### src/hdl/gamePkg.sv
package gamePkg;

	// ============================================================
	// Widths
	// ============================================================
	// One matrix row
	localparam int rowWidth = 8;
	localparam int displayWidth = 4;
	localparam int modeWidth = 2;
	localparam int levelWidth = 3;
	// Crash and lives codes from the datapath
	localparam int statusWidth = 2;

	// ============================================================
	// State encoding
	// ============================================================
	typedef enum logic [4:0] {
		reset0, reset1, idle, menu, levelLoad,
		start0, start1, start2, check,
		crashShow, crashWait, winLifeShow, winLifeWait,
		rowFlash, rowSettle, levelShow, levelWait
	} gameState_t;

	// Board event classes
	typedef enum logic [2:0] {
		evNone, evCrash, evLastCrash, evWinLife,
		evRowFull, evLevelClear, evGameWon
	} eventKind_t;

	// Lives left on a crash, level index on a full row
	typedef union packed {
		logic [1:0] livesLeft;
		logic [1:0] levelIndex;
	} eventSlot_u;

	// Display codes
	localparam logic [displayWidth-1:0] showClear = 4'b0110;
	localparam logic [displayWidth-1:0] showBlank = 4'b0000;
	localparam logic [displayWidth-1:0] showCursor0 = 4'b1100;
	localparam logic [displayWidth-1:0] showCursor1 = 4'b1101;
	localparam logic [displayWidth-1:0] showCursor2 = 4'b1110;
	localparam logic [displayWidth-1:0] showCursor3 = 4'b1111;
	localparam logic [displayWidth-1:0] showStart = 4'b0001;
	localparam logic [displayWidth-1:0] showCrash3 = 4'b1000;
	localparam logic [displayWidth-1:0] showCrash2 = 4'b1001;
	localparam logic [displayWidth-1:0] showCrash1 = 4'b1010;
	localparam logic [displayWidth-1:0] showWinLife = 4'b1011;
	localparam logic [displayWidth-1:0] showLevel1 = 4'b0010;
	localparam logic [displayWidth-1:0] showLevel2 = 4'b0011;
	localparam logic [displayWidth-1:0] showLevel3 = 4'b0100;
	localparam logic [displayWidth-1:0] showWon = 4'b0111;

	// Piece modes
	localparam logic [modeWidth-1:0] modeRun = 2'b00;
	localparam logic [modeWidth-1:0] modeLoad = 2'b01;
	localparam logic [modeWidth-1:0] modeHold = 2'b10;

	// Level load codes
	localparam logic [levelWidth-1:0] levelIdle = 3'b111;
	localparam logic [levelWidth-1:0] levelCleared = 3'b000;

	// Start rows, one per level
	localparam logic [rowWidth-1:0] levelPattern [4] = '{
		8'b11101111, 8'b11100111, 8'b10101101, 8'b10100101
	};

endpackage

### src/hdl/boardEventIf.sv
interface boardEventIf
	import gamePkg::*;
();

	// Status from the game datapath
	logic [statusWidth-1:0] crashCode;
	logic [statusWidth-1:0] livesCode;
	logic [levelWidth-1:0] levelCode;
	// Falling piece row and settled background row
	logic [rowWidth-1:0] pointRow;
	logic [rowWidth-1:0] backgroundRow;

	// Event classification needs everything
	modport decoder (input crashCode, livesCode, levelCode, pointRow, backgroundRow);

	// Output mux only passes the background through
	modport screen (input backgroundRow);

endinterface

### src/hdl/boardEventDecoder.sv
module boardEventDecoder
	import gamePkg::*;
(
	boardEventIf.decoder board,
	output eventKind_t eventKind,
	output eventSlot_u eventSlot,
	output logic [rowWidth-1:0] mergedRow
);

	logic rowFull;

	// Piece merged into the background
	assign mergedRow = board.pointRow | board.backgroundRow;
	assign rowFull = &mergedRow;

	// ============================================================
	// Event classification
	// ============================================================
	always_comb
	begin
		eventKind = evNone;
		eventSlot = '0;
		case (board.crashCode)
			// Piece hit the top
			2'b01:
			begin
				if (board.livesCode == 2'd3 || board.livesCode == 2'd2)
				begin
					eventKind = evCrash;
					eventSlot.livesLeft = board.livesCode;
				end
				else if (board.livesCode == 2'd1)
				begin
					// No lives after this one
					eventKind = evLastCrash;
					eventSlot.livesLeft = board.livesCode;
				end
			end
			// Bonus only counts on the last life
			2'b11:
			begin
				if (board.livesCode == 2'd1)
				begin
					eventKind = evWinLife;
					eventSlot.livesLeft = board.livesCode;
				end
			end
			// Piece landed in the row
			2'b10:
			begin
				if (!rowFull)
					eventKind = evRowFull;
				else if (board.levelCode >= 3'd1 && board.levelCode <= 3'd3)
				begin
					eventKind = evLevelClear;
					eventSlot.levelIndex = board.levelCode[1:0] - 2'd1;
				end
				else if (board.levelCode == 3'd4)
				begin
					// Level 4 wraps to index 3
					eventKind = evGameWon;
					eventSlot.levelIndex = board.levelCode[1:0] - 2'd1;
				end
			end
			default:
				eventKind = evNone;
		endcase
	end

endmodule

### src/hdl/gameMainControl.sv
module gameMainControl
	import gamePkg::*;
(
	input logic SC_STATEMACHINEMAIN_CLOCK_50,
	input logic SC_STATEMACHINEMAIN_RESET_InHigh,
	input logic startButtonLow,
	input logic leftButtonLow,
	input logic rightButtonLow,
	input logic finishLow,
	input logic [statusWidth-1:0] crashCode,
	input logic [rowWidth-1:0] pointRow,
	input logic [rowWidth-1:0] backgroundRow,
	input logic [statusWidth-1:0] livesCode,
	input logic [levelWidth-1:0] levelCode,
	output logic [displayWidth-1:0] displayCode,
	output logic [modeWidth-1:0] pieceMode,
	output logic [rowWidth-1:0] rowData,
	output logic lifeStrobe,
	output logic [levelWidth-1:0] levelLoad,
	output logic gameReset
);

	eventKind_t eventKind;
	eventSlot_u eventSlot;
	eventSlot_u heldSlot;
	gameState_t state;
	logic [rowWidth-1:0] mergedRow;
	logic [1:0] cursor;
	logic levelPick;
	logic menuOpen;
	logic menuActive;

	// Datapath status bundle
	boardEventIf board ();
	assign board.crashCode = crashCode;
	assign board.livesCode = livesCode;
	assign board.levelCode = levelCode;
	assign board.pointRow = pointRow;
	assign board.backgroundRow = backgroundRow;

	boardEventDecoder eventDecoder (
		.board(board.decoder),
		.eventKind(eventKind),
		.eventSlot(eventSlot),
		.mergedRow(mergedRow)
	);

	levelMenu menuUnit (
		.SC_STATEMACHINEMAIN_CLOCK_50(SC_STATEMACHINEMAIN_CLOCK_50),
		.SC_STATEMACHINEMAIN_RESET_InHigh(SC_STATEMACHINEMAIN_RESET_InHigh),
		.menuOpen(menuOpen),
		.menuActive(menuActive),
		.startButtonLow(startButtonLow),
		.leftButtonLow(leftButtonLow),
		.rightButtonLow(rightButtonLow),
		.cursor(cursor),
		.levelPick(levelPick)
	);

	gameSequencer sequencer (
		.SC_STATEMACHINEMAIN_CLOCK_50(SC_STATEMACHINEMAIN_CLOCK_50),
		.SC_STATEMACHINEMAIN_RESET_InHigh(SC_STATEMACHINEMAIN_RESET_InHigh),
		.startButtonLow(startButtonLow),
		.finishLow(finishLow),
		.levelPick(levelPick),
		.eventKind(eventKind),
		.eventSlot(eventSlot),
		.state(state),
		.heldSlot(heldSlot),
		.menuOpen(menuOpen),
		.menuActive(menuActive)
	);

	screenOutputDecoder screenDecoder (
		.state(state),
		.heldSlot(heldSlot),
		.cursor(cursor),
		.mergedRow(mergedRow),
		.board(board.screen),
		.displayCode(displayCode),
		.pieceMode(pieceMode),
		.rowData(rowData),
		.lifeStrobe(lifeStrobe),
		.levelLoad(levelLoad),
		.gameReset(gameReset)
	);

endmodule

### src/hdl/gameSequencer.sv
module gameSequencer
	import gamePkg::*;
(
	input logic SC_STATEMACHINEMAIN_CLOCK_50,
	input logic SC_STATEMACHINEMAIN_RESET_InHigh,
	input logic startButtonLow,
	input logic finishLow,
	input logic levelPick,
	input eventKind_t eventKind,
	input eventSlot_u eventSlot,
	output gameState_t state,
	output eventSlot_u heldSlot,
	output logic menuOpen,
	output logic menuActive
);

	gameState_t nextState;

	// Menu handshake
	assign menuOpen = (state == idle) && !startButtonLow;
	assign menuActive = (state == menu);

	// ============================================================
	// Next state
	// ============================================================
	always_comb
	begin
		nextState = state;
		case (state)
			// Board clear
			reset0: nextState = reset1;
			reset1: nextState = idle;
			idle:
			begin
				if (!startButtonLow)
					nextState = menu;
				else if (finishLow)
					nextState = start0;
			end
			menu:
			begin
				if (levelPick)
					nextState = levelLoad;
			end
			levelLoad: nextState = check;
			// Direct start on level 1
			start0: nextState = start1;
			start1:
			begin
				if (finishLow)
					nextState = start2;
			end
			start2: nextState = check;
			check:
			begin
				case (eventKind)
					evCrash, evLastCrash: nextState = crashShow;
					evWinLife: nextState = winLifeShow;
					evRowFull: nextState = rowFlash;
					evLevelClear, evGameWon: nextState = levelShow;
					default: nextState = check;
				endcase
			end
			crashShow: nextState = crashWait;
			// Last life ends the game
			crashWait:
			begin
				if (finishLow)
					nextState = (heldSlot.livesLeft == 2'd1) ? reset0 : check;
			end
			winLifeShow: nextState = winLifeWait;
			winLifeWait:
			begin
				if (finishLow)
					nextState = check;
			end
			// Fixed merge, no animation
			rowFlash: nextState = rowSettle;
			rowSettle: nextState = check;
			levelShow: nextState = levelWait;
			// Index 3 is the final level
			levelWait:
			begin
				if (finishLow)
					nextState = (heldSlot.levelIndex == 2'd3) ? reset0 : check;
			end
		endcase
	end

	// State register
	always_ff @(posedge SC_STATEMACHINEMAIN_CLOCK_50, posedge SC_STATEMACHINEMAIN_RESET_InHigh)
	begin
		if (SC_STATEMACHINEMAIN_RESET_InHigh)
			state <= reset0;
		else
			state <= nextState;
	end

	// Slot captured as check leaves for a show state
	always_ff @(posedge SC_STATEMACHINEMAIN_CLOCK_50, posedge SC_STATEMACHINEMAIN_RESET_InHigh)
	begin
		if (SC_STATEMACHINEMAIN_RESET_InHigh)
			heldSlot <= '0;
		else if (state == check && eventKind != evNone)
			heldSlot <= eventSlot;
	end

endmodule

### src/hdl/levelMenu.sv
module levelMenu
	import gamePkg::*;
(
	input logic SC_STATEMACHINEMAIN_CLOCK_50,
	input logic SC_STATEMACHINEMAIN_RESET_InHigh,
	input logic menuOpen,
	input logic menuActive,
	input logic startButtonLow,
	input logic leftButtonLow,
	input logic rightButtonLow,
	output logic [1:0] cursor,
	output logic levelPick
);

	// Set after every move, cleared once all buttons are up
	logic releaseWait;
	logic allReleased;

	assign allReleased = startButtonLow & leftButtonLow & rightButtonLow;

	// Start press, with left and right up and nothing pending
	assign levelPick = menuActive & ~releaseWait & rightButtonLow & leftButtonLow
		& ~startButtonLow;

	// ============================================================
	// Cursor and release tracking
	// ============================================================
	always_ff @(posedge SC_STATEMACHINEMAIN_CLOCK_50, posedge SC_STATEMACHINEMAIN_RESET_InHigh)
	begin
		if (SC_STATEMACHINEMAIN_RESET_InHigh)
		begin
			cursor <= 2'd0;
			releaseWait <= 1'b0;
		end
		else if (menuOpen)
		begin
			// Start button is still down on entry
			cursor <= 2'd0;
			releaseWait <= 1'b1;
		end
		else if (menuActive)
		begin
			if (releaseWait)
			begin
				if (allReleased)
					releaseWait <= 1'b0;
			end
			// Right wins over left
			else if (!rightButtonLow)
			begin
				cursor <= cursor + 2'd1;
				releaseWait <= 1'b1;
			end
			else if (!leftButtonLow)
			begin
				// Wraps from 0 to 3
				cursor <= cursor - 2'd1;
				releaseWait <= 1'b1;
			end
		end
	end

endmodule

### src/hdl/screenOutputDecoder.sv
module screenOutputDecoder
	import gamePkg::*;
(
	input gameState_t state,
	input eventSlot_u heldSlot,
	input logic [1:0] cursor,
	input logic [rowWidth-1:0] mergedRow,
	boardEventIf.screen board,
	output logic [displayWidth-1:0] displayCode,
	output logic [modeWidth-1:0] pieceMode,
	output logic [rowWidth-1:0] rowData,
	output logic lifeStrobe,
	output logic [levelWidth-1:0] levelLoad,
	output logic gameReset
);

	// ============================================================
	// Per-state outputs
	// ============================================================
	always_comb
	begin
		// Piece held over the background
		displayCode = showBlank;
		pieceMode = modeHold;
		rowData = board.backgroundRow;
		lifeStrobe = 1'b1;
		levelLoad = levelIdle;
		gameReset = 1'b0;
		case (state)
			reset0, reset1:
			begin
				displayCode = showClear;
				rowData = '0;
				gameReset = 1'b1;
			end
			idle:
			begin
				rowData = '0;
				gameReset = 1'b1;
			end
			menu:
			begin
				rowData = '0;
				case (cursor)
					2'd0: displayCode = showCursor0;
					2'd1: displayCode = showCursor1;
					2'd2: displayCode = showCursor2;
					default: displayCode = showCursor3;
				endcase
			end
			// Port of the same name hides the state here
			gamePkg::levelLoad:
			begin
				pieceMode = modeLoad;
				rowData = levelPattern[cursor];
				levelLoad = {1'b0, cursor} + 3'd1;
			end
			start0:
			begin
				displayCode = showStart;
				rowData = '0;
			end
			start1: rowData = levelPattern[0];
			start2:
			begin
				pieceMode = modeLoad;
				rowData = levelPattern[0];
			end
			check, rowSettle: pieceMode = modeRun;
			crashShow:
			begin
				lifeStrobe = 1'b0;
				case (heldSlot.livesLeft)
					2'd3: displayCode = showCrash3;
					2'd2: displayCode = showCrash2;
					default: displayCode = showCrash1;
				endcase
			end
			winLifeShow:
			begin
				displayCode = showWinLife;
				lifeStrobe = 1'b0;
			end
			// Merged row written back to the board
			rowFlash:
			begin
				pieceMode = modeLoad;
				rowData = mergedRow;
			end
			levelShow:
			begin
				levelLoad = levelCleared;
				if (heldSlot.levelIndex == 2'd3)
					displayCode = showWon;
				else
				begin
					// Start row of the next level
					rowData = levelPattern[heldSlot.levelIndex + 2'd1];
					case (heldSlot.levelIndex)
						2'd0: displayCode = showLevel1;
						2'd1: displayCode = showLevel2;
						default: displayCode = showLevel3;
					endcase
				end
			end
			crashWait, winLifeWait, levelWait: displayCode = showBlank;
		endcase
	end

endmodule

### config.mk
export PLATFORM = sky130hd
export DESIGN_NAME = gameMainControl
export DESIGN_NICKNAME = d
export VERILOG_FILES = /design/src/hdl/gamePkg.sv /design/src/hdl/boardEventIf.sv /design/src/hdl/boardEventDecoder.sv /design/src/hdl/gameMainControl.sv /design/src/hdl/gameSequencer.sv /design/src/hdl/levelMenu.sv /design/src/hdl/screenOutputDecoder.sv
export SDC_FILE = /design/constraint.sdc
export NUM_CORES = 1
export LEC_CHECK = 0
export CAP_MARGIN = 10
export CORE_MARGIN = 4
export CORE_UTILIZATION = 64
export DETAILED_ROUTE_END_ITERATION = 10
export DONT_BUFFER_PORTS = 1
export GPL_TIMING_DRIVEN = 0
export PLACE_DENSITY = 0.84
export SETUP_SLACK_MARGIN = 0.2
export SLEW_MARGIN = 10
export SYNTH_ARGS = -nofsm -noshare
export SYNTH_HDL_FRONTEND = slang
export SYNTH_SLANG_ARGS = --single-unit
### constraint.sdc
create_clock -name SC_STATEMACHINEMAIN_CLOCK_50 -period 2.15 [get_ports SC_STATEMACHINEMAIN_CLOCK_50]
set_input_delay 0.215 -clock SC_STATEMACHINEMAIN_CLOCK_50 [delete_from_list [all_inputs] [get_ports SC_STATEMACHINEMAIN_CLOCK_50]]
set_output_delay 0.215 -clock SC_STATEMACHINEMAIN_CLOCK_50 [all_outputs]
set_load 0.02 [all_outputs]
==> impl_metrics.py, run 1 <==
metrics = {
    "yosys": {
        "avgSynthCellArea_um2": 7.14,
        "synth_top_family_by_area": "compound AO/OA/AOI/OAI gates",
        "yosysSeqAreaShare": 0.175,
        "async_reset_ff_frac": 1.00,
        "syn_nets": 241,
        "muxShareOfSynthArea": 0.0394,
        "synth_edf_count": 0,
        "synthFlopType": "dfrtp_1",
        "synth_fa_ha_area_frac": 0.105,
        "ys_warn_count": 0,
        "synthCells": 200,
        "synth-xor-area-share": 0.0123,
        "syn_area_um2": 1430,
        "synthSimpleGateAreaFrac": 0.259,
        "yosys.cell_types.count": 49,
        "synth-compound-area-share": 0.332,
        "ys_ff_latch": 10,
    },
    "outcome": {
        "haltStage": "5_1_grt",
        "status": "stopped before the end",
        "error_line": "[ERROR DPL-0038] Utilization greater than 100%, impossible to legalize",
    },
    "clocking": {
        "ctsLongestPathBuffers": 2,
        "ctsRootBufferMaster": "clkbuf_4",
        "clock-sinks": 10,
        "cts_buffers": 3,
        "cts_max_level": 1,
    },
    "timing": {
        "crit_endpoint": "menuUnit.cursor[1]$_DFFE_PP0P_/D",
        "worstEpCategory": "sequential cell input",
    },
    "die": {
        "row_count": 16,
        "num_io_pins": 48,
        "dieWidth_um": 55.3,
        "die_y_um": 55.3,
        "initial_utilization": 0.700,
    },
    "place": {
        "gp_congestion": 0.989,
        "hpwlAfterDp_um": 3250,
        "io_buffers": 0,
    },
    "global_routing": {
        "grt_max_degree": 11,
    },
}
==> Yosys cell counts (2+ instances only) <==
cell / n / area share
a211oi_1: 2 / 0.011
a21o_1: 2 / 0.011
a21oi_1: 16 / 0.056
a31oi_1: 4 / 0.018
and3_1: 4 / 0.018
buf_1: 3 / 0.0079
buf_6: 2 / 0.016
clkbuf_1: 5 / 0.013
dfrtp_1: 10 / 0.18
ha_1: 12 / 0.11
inv_1: 14 / 0.037
mux2_2: 5 / 0.039
nand2_1: 13 / 0.034
nand2b_1: 6 / 0.026
nand3_1: 3 / 0.011
nand4_1: 2 / 0.0088
nor2_1: 21 / 0.055
nor2b_1: 2 / 0.0088
nor3_1: 4 / 0.014
nor4_1: 5 / 0.022
o2111ai_1: 2 / 0.012
o211ai_1: 2 / 0.011
o21ai_0: 24 / 0.084
o21bai_1: 2 / 0.011
o22ai_1: 9 / 0.039
or3_4: 2 / 0.016
xnor2_1: 2 / 0.012
==> cell families after synthesis <==
logic type / count (synthesis)
AO/OA/AOI/OAI: 76
AND/OR/NAND/NOR: 70
buffers and inverters: 25
adder cells (fa/ha/maj): 12
flip-flops: 10
multiplexers: 5
XOR/XNOR: 2
==> per-stage QoR <==
stage	setup slack [ns]	instance area [µm²]	hold WS [ns]	std cells
detailed placement	-0.233	1460	0.0803	227
global placement	-0.244	1460	0.0718	227
CTS	0.132	1700	0.164	237
floorplan	0.150	1430	0.0552	200
==> repair_timing <==
| item | CTS |
|---|---|
| endpoints found under the hold margin | 10 |
| pin swaps | 6 |
| gates resized for setup | 51 |
| buffers inserted | 6 |
| hold buffers | 1 |
| setup endpoints to repair | 19 |
==> inputs of run 2 (changes only) <==
- CORE_AREA: default -> 4 4 65 67
- CORE_MARGIN: 4 -> default
- CORE_UTILIZATION: 64 -> default
- DIE_AREA: default -> 0 0 69 71
- PLACE_DENSITY: 0.84 -> default
- PLACE_DENSITY_LB_ADDON: default -> 0.15
- SETUP_SLACK_MARGIN: 0.2 -> default
==> impl_metrics.py, run 2 <==
metrics = {
    "timing": {
        "worstMarginPinSlew_ns": 0.696,
        "slew_headroom": 0.531,
        "whs_ns": 0.183,
        "fin_crit_sh": 0.967,
        "slew_violations": 0,
        "skew_ns": 0.00272,
        "fmax_mhz": 481,
        "timing.setup.tns_ns": 0,
        "setup_violations": 0,
        "rsz0062_at_grt": "yes",
        "fin_crit_ns": 2.08,
        "timing_hold_violations_final": 0,
    },
    "clocking": {
        "clk_latency_ns": 0.23,
        "ctsLongestPathBuffers": 2,
        "clk_pin_slew_ns": 0.04,
        "cts_tree": "built",
        "cts_max_level": 1,
        "clock-sinks": 10,
        "cts_buffers": 3,
        "ctsRootBufferMaster": "clkbuf_8",
    },
    "yosys": {
        "post-synth-top-count-cell": "o21ai_0",
        "yosysSeqAreaShare": 0.175,
        "syn_area_um2": 1430,
        "avgSynthCellArea_um2": 7.14,
        "async_reset_ff_frac": 1.00,
        "synth_area_leader_cell": "dfrtp_1",
        "synth_top_area_share": 0.175,
        "synthCells": 200,
        "ys_ff_latch": 10,
        "yosys.cell_types.count": 49,
        "synth.area.top_cells": "dfrtp_1 18%, ha_1 11%, o21ai_0 8.4%, a21oi_1 5.6%, nor2_1 5.5%",
        "syn_nets": 241,
        "synth_edf_count": 0,
        "synthFlopType": "dfrtp_1",
        "ys_top_cells_by_count": "24 x o21ai_0, 21 x nor2_1, 16 x a21oi_1",
        "ys_warn_count": 0,
    },
    "power": {
        "combPwrFrac": 0.747,
        "leakage_uw": 0.000725,
        "seq_power_share": 0.175,
        "switchingPower_uw": 1280,
        "p_int_uw": 1040,
        "clkPwrFrac": 0.078,
        "power.total_uw": 2320,
        "pwr_density_cell_nw_per_um2": 1390,
        "p_sw_frac": 0.550,
        "ir_drop_mv": 0.562,
    },
    "finish": {
        "largestRegisters": "sequencer.state: 5 flops, menuUnit.cursor: 2 flops, sequencer.heldSlot: 2 flops",
        "largest_register": "sequencer.state",
        "largest_reg_flops": 5,
        "num_antenna_cells": 0,
        "area_growth_pct": 16.8,
        "num-nets-final": 252,
        "final_design_area_no_fill_um2": 1670,
        "layout.cells.most_common": "nor2_1",
        "drive_gt1_frac": 0.182,
        "mostFrequentLayoutCells": "21 x nor2_1, 18 x o21ai_0, 15 x a21oi_1, 13 x inv_1",
    },
    "die": {
        "die_y_um": 71,
        "dieWidth_um": 69,
        "initial_utilization": 0.393,
        "core_area_um2": 3630,
        "die_area_um2": 4900,
        "row_count": 22,
        "num_io_pins": 48,
    },
    "outcome": {
        "status": "finished, final reports clean",
    },
    "route": {
        "wl_per_cell_um": 17.0,
        "vias": 1561,
        "dr.pass1.iters": 4,
        "drt-total-wl_um": 4380,
        "antenna_left": 0,
        "drt-initial-drc-count": 146,
        "drc_errors": 0,
        "viasPerCell": 6.07,
    },
    "critical_path": {
        "cp-start-kind": "register",
        "critical_path_class": "register to output port",
        "cp.required_ns": 1.93,
        "r2r_cells": 6,
        "path_max_fanout": 10,
        "cp.arrival_ns": 1.86,
        "end_kind": "output port",
    },
    "worst_hold_path": {
        "holdCritPathClass": "input pin to register",
        "whs_path_depth": 2,
    },
    "global_routing": {
        "antenna_found_initial": 0,
        "grt_pass1_vias": 1492,
        "grt_pass1_wl_um": 7160,
        "grt.total_usage": 0.174,
        "overflow": 0,
        "grt_max_degree": 20,
    },
    "place": {
        "hpwlAfterDp_um": 3460,
        "place_area_um2": 1490,
        "gp_congestion": 0.906,
        "io_buffers": 0,
    },
    "job": {
        "maxCapViolCount": 0,
    },
}
## run 2: worst paths after layout
| kind | start | end | slack (ns) |
|---|---|---|---|
| max in group asynchronous | SC_STATEMACHINEMAIN_RESET_InHigh | sequencer.state[0] | 1.46 |
| min reg2reg | menuUnit.releaseWait | menuUnit.releaseWait | 0.56 |
| min | startButtonLow | menuUnit.cursor[0] | 0.18 |
| max reg2reg | sequencer.state[2] | menuUnit.cursor[1] | 0.12 |
| max | sequencer.state[1] | rowData[6] | 0.07 |
| min in group asynchronous | SC_STATEMACHINEMAIN_RESET_InHigh | menuUnit.releaseWait | 0.40 |
## run 2: cell families after synthesis
kind of cell             Yosys count  share of synthesized area
multiplexers                       5                     0.0394
AO/OA/AOI/OAI                     76                      0.332
AND/OR/NAND/NOR                   70                      0.259
flip-flops                        10                      0.175
XOR/XNOR                           2                     0.0123
buffers and inverters             25                     0.0771
adder cells (fa/ha/maj)           12                      0.105
## run 2: layer usage
layer / up-vias / GRT usage / routed length (µm)
met1: 743 / 0.217 / 1830
met3: 8 / 0.0128 / 138
met5: - / 0 / 0
met4: 0 / 0.0542 / 42
li1: 774 / - / -
met2: 36 / 0.317 / 2370
## run 2: power groups by stage
stage / Clock (µW) / Combinational, µW / Sequential [µW]
after global placement: 0 / 1550 / 359
final: 181 / 1740 / 406
after global routing: 196 / 1900 / 424
after detailed placement: 0 / 1570 / 365
after CTS: 189 / 1630 / 406
after floorplan: 0 / 1270 / 331
## run 2: per-stage QoR
stage,worst slack [ns],utilization,cells
final,0.0718,0.459,257
after global routing,-0.0244,0.459,257
after CTS,0.0313,0.443,251
after detailed placement,-0.286,0.410,248
after global placement,-0.298,0.410,248
after floorplan,0.150,-,200
## run 2: final cells by class
class                           count  area [µm²]
Fill cell                         403        1960
Multi-Input combinational cell    165        1130
Sequential cell                    10         253
Timing Repair Buffer                9        70.1
Tap cell                           48        60.1
Inverter                           14        56.3
Buffer                              8        53.8
Clock buffer                        3        41.3
## run 2: critical path: stages (launching register included)
cell and delay [ns]:
dfrtp_2 0.48, clkinvlp_4 0.22, buf_4 0.19, nor4_1 0.35, a22o_1 0.24, o21bai_4 0.16
## run 2: what timing repair did
action / CTS / global route
endpoints found under the setup margin: 18 / 13
hold endpoints to repair: 10 / 0
resized for setup: 24 / 7
hold buffers: 1 / 0
setup buffers: 2 / 6
pin swaps: 1 / 0
No activity file was read; power rests on OpenSTA's default activity.
==> inputs of run 3 (changes only) <==
- CELL_PAD_IN_SITES_DETAIL_PLACEMENT: default -> 2
- CELL_PAD_IN_SITES_GLOBAL_PLACEMENT: default -> 2
- CORE_AREA: 4 4 65 67 -> default
- CORE_MARGIN: default -> 4
- CORE_UTILIZATION: default -> 34
- DIE_AREA: 0 0 69 71 -> default
==> impl_metrics.py, run 3 (synthesized netlist as in run 2, its figures left out) <==
metrics = {
    "timing": {
        "slew_violations": 0,
        "setup_violations": 0,
        "whs_ns": 0.189,
        "rsz0062_at_grt": "yes",
        "skew_ns": 0.00271,
        "timing_hold_violations_final": 0,
        "fin_ws_ns": 0.0812,
        "slew_headroom": 0.532,
        "worstMarginPinSlew_ns": 0.695,
        "fin_crit_sh": 0.962,
        "fmax_mhz": 483,
        "fin_crit_ns": 2.07,
    },
    "critical_path": {
        "crit_buf_inv": 1,
        "cp-start-kind": "register",
        "crit_end": "rowData[7]",
        "r2r_setup_slack_ns": 0.10,
        "rr_endpoint": "menuUnit.cursor[1]",
        "crit_family": "buffers and inverters",
        "max_stage_delay_ns": 0.51,
        "cp.required_ns": 1.93,
        "critPathLaunch": "sequencer.state[4]",
        "end_kind": "output port",
        "cp.arrival_ns": 1.85,
        "timing.rr.start": "sequencer.state[2]",
        "r2r_cells": 6,
        "path_max_fanout": 10,
        "critical_path_class": "register to output port",
        "worst-path-stages": 3,
        "cpMaxStageDelayCell": "clkbuf_1",
        "crit_chain": "clkbuf_1, nor2_1, o21ai_1",
    },
    "die": {
        "row_count": 23,
        "core_area_um2": 4030,
        "dieWidth_um": 72.8,
        "num_io_pins": 48,
        "die_y_um": 72.8,
        "die_area_um2": 5300,
        "initial_utilization": 0.355,
    },
    "finish": {
        "drive_gt1_frac": 0.231,
        "largestRegisters": "sequencer.state: 5 flops, menuUnit.cursor: 2 flops, sequencer.heldSlot: 2 flops",
        "area_growth_pct": 22.9,
        "num-nets-final": 254,
        "largest_reg_flops": 5,
        "num_antenna_cells": 0,
        "mostFrequentLayoutCells": "19 x o21ai_0, 18 x nor2_1, 15 x a21oi_1, 13 x inv_1, 12 x nand2_1",
        "layout.cells.most_common": "o21ai_0",
        "largest_register": "sequencer.state",
    },
    "global_routing": {
        "grt_pass1_wl_um": 8880,
        "antenna_found_initial": 0,
        "grt_max_degree": 14,
        "grt_pass1_vias": 1774,
        "grt.total_usage": 0.212,
        "overflow": 0,
    },
    "place": {
        "gp_congestion": 0.861,
        "io_buffers": 0,
        "dp_slack_ns": -0.437,
        "hpwlAfterDp_um": 4410,
    },
    "route": {
        "vias": 1622,
        "drc_errors": 0,
        "dr.pass1.iters": 4,
        "antenna_left": 0,
        "viasPerCell": 6.19,
        "drt-total-wl_um": 5630,
        "wl_per_cell_um": 21.5,
        "drt-initial-drc-count": 77,
    },
    "clocking": {
        "clk_pin_slew_ns": 0.05,
        "ctsRootBufferMaster": "clkbuf_8",
        "cts_tree": "built",
        "ctsLongestPathBuffers": 2,
        "cts_buffers": 3,
        "clk_latency_ns": 0.23,
        "clock-sinks": 10,
        "cts_max_level": 1,
    },
    "worst_hold_path": {
        "whs_path_depth": 2,
        "holdCritPathClass": "input pin to register",
    },
    "job": {
        "maxCapViolCount": 0,
    },
    "power": {
        "leakage_uw": 0.000761,
        "pwr_density_cell_nw_per_um2": 1430,
        "power.total_uw": 2510,
        "ir_drop_mv": 0.659,
    },
    "outcome": {
        "status": "finished, final reports clean",
    },
}
run 3: cell count changes in the layout (fill, tap and decap cells not counted), moves of 2 or more:
cell / delta
buf_6: +3
nor2_1: -3
nor2_2: +3
o21ai_1: -2
run 3: metrics by stage:
step | setup TNS (ns) | cells | util | cell area [µm²]
final | 0 | 262 | 0.436 | 1760
after detailed placement | -4.02 | 250 | 0.370 | 1490
after global routing | -0.0552 | 262 | 0.436 | 1760
after CTS | 0 | 257 | 0.411 | 1660
after floorplan | 0 | 200 | - | 1430
after global placement | -2.58 | 250 | 0.370 | 1490
run 3: what timing repair did:
action                     4_1_cts  5_1_grt
pin swaps                        2        4
buffers inserted                 3        5
hold endpoints to repair        10        0
gates resized for setup         28       18
setup endpoints to repair       18       16
hold buffers                     1        0
run 3: where the power goes:
part	leakage, µW	internal (µW)	switching, µW
clock	0.0000288	161	70.1
combinational	0.000611	685	1190
sequential	0.000122	271	139
total	0.000761	1120	1400
run 3: worst register-to-register path: cells and delay by family (launching register included):
family	cells	cell delay [ns]
buf+inv	2	0.28
flops	1	0.37
simple gates	3	1.17
compound gates	1	0.15
run 3: worst min path at each step:
stage,start,endpoint,slack (ns)
CTS,startButtonLow,menuUnit.releaseWait,0.19
detailed placement,SC_STATEMACHINEMAIN_RESET_InHigh,menuUnit.cursor[0],0.10
global route,startButtonLow,menuUnit.releaseWait,0.18
finish,startButtonLow,menuUnit.releaseWait,0.19
floorplan,SC_STATEMACHINEMAIN_RESET_InHigh,menuUnit.cursor[0],0.06
global placement,SC_STATEMACHINEMAIN_RESET_InHigh,sequencer.state[3],0.09
run 3: cell type report:
| type | instances | area [µm²] |
|---|---|---|
| flip-flops and latches | 10 | 253 |
| inverters | 14 | 56.3 |
| well taps | 50 | 62.6 |
| multi-input cells | 165 | 1180 |
| repair buffers | 9 | 70.1 |
| plain buffers | 10 | 80.1 |
| fillers | 465 | 2270 |
| clock buffers | 4 | 55.1 |
run 3: metal layers:
| layer | GRT usage | up-vias | wire [µm] |
|---|---|---|---|
| met5 | 0 | - | 0 |
| met4 | 0.0533 | 0 | 63 |
| met3 | 0.0179 | 7 | 155 |
| met2 | 0.374 | 22 | 2970 |
| met1 | 0.277 | 830 | 2450 |
| li1 | - | 763 | - |
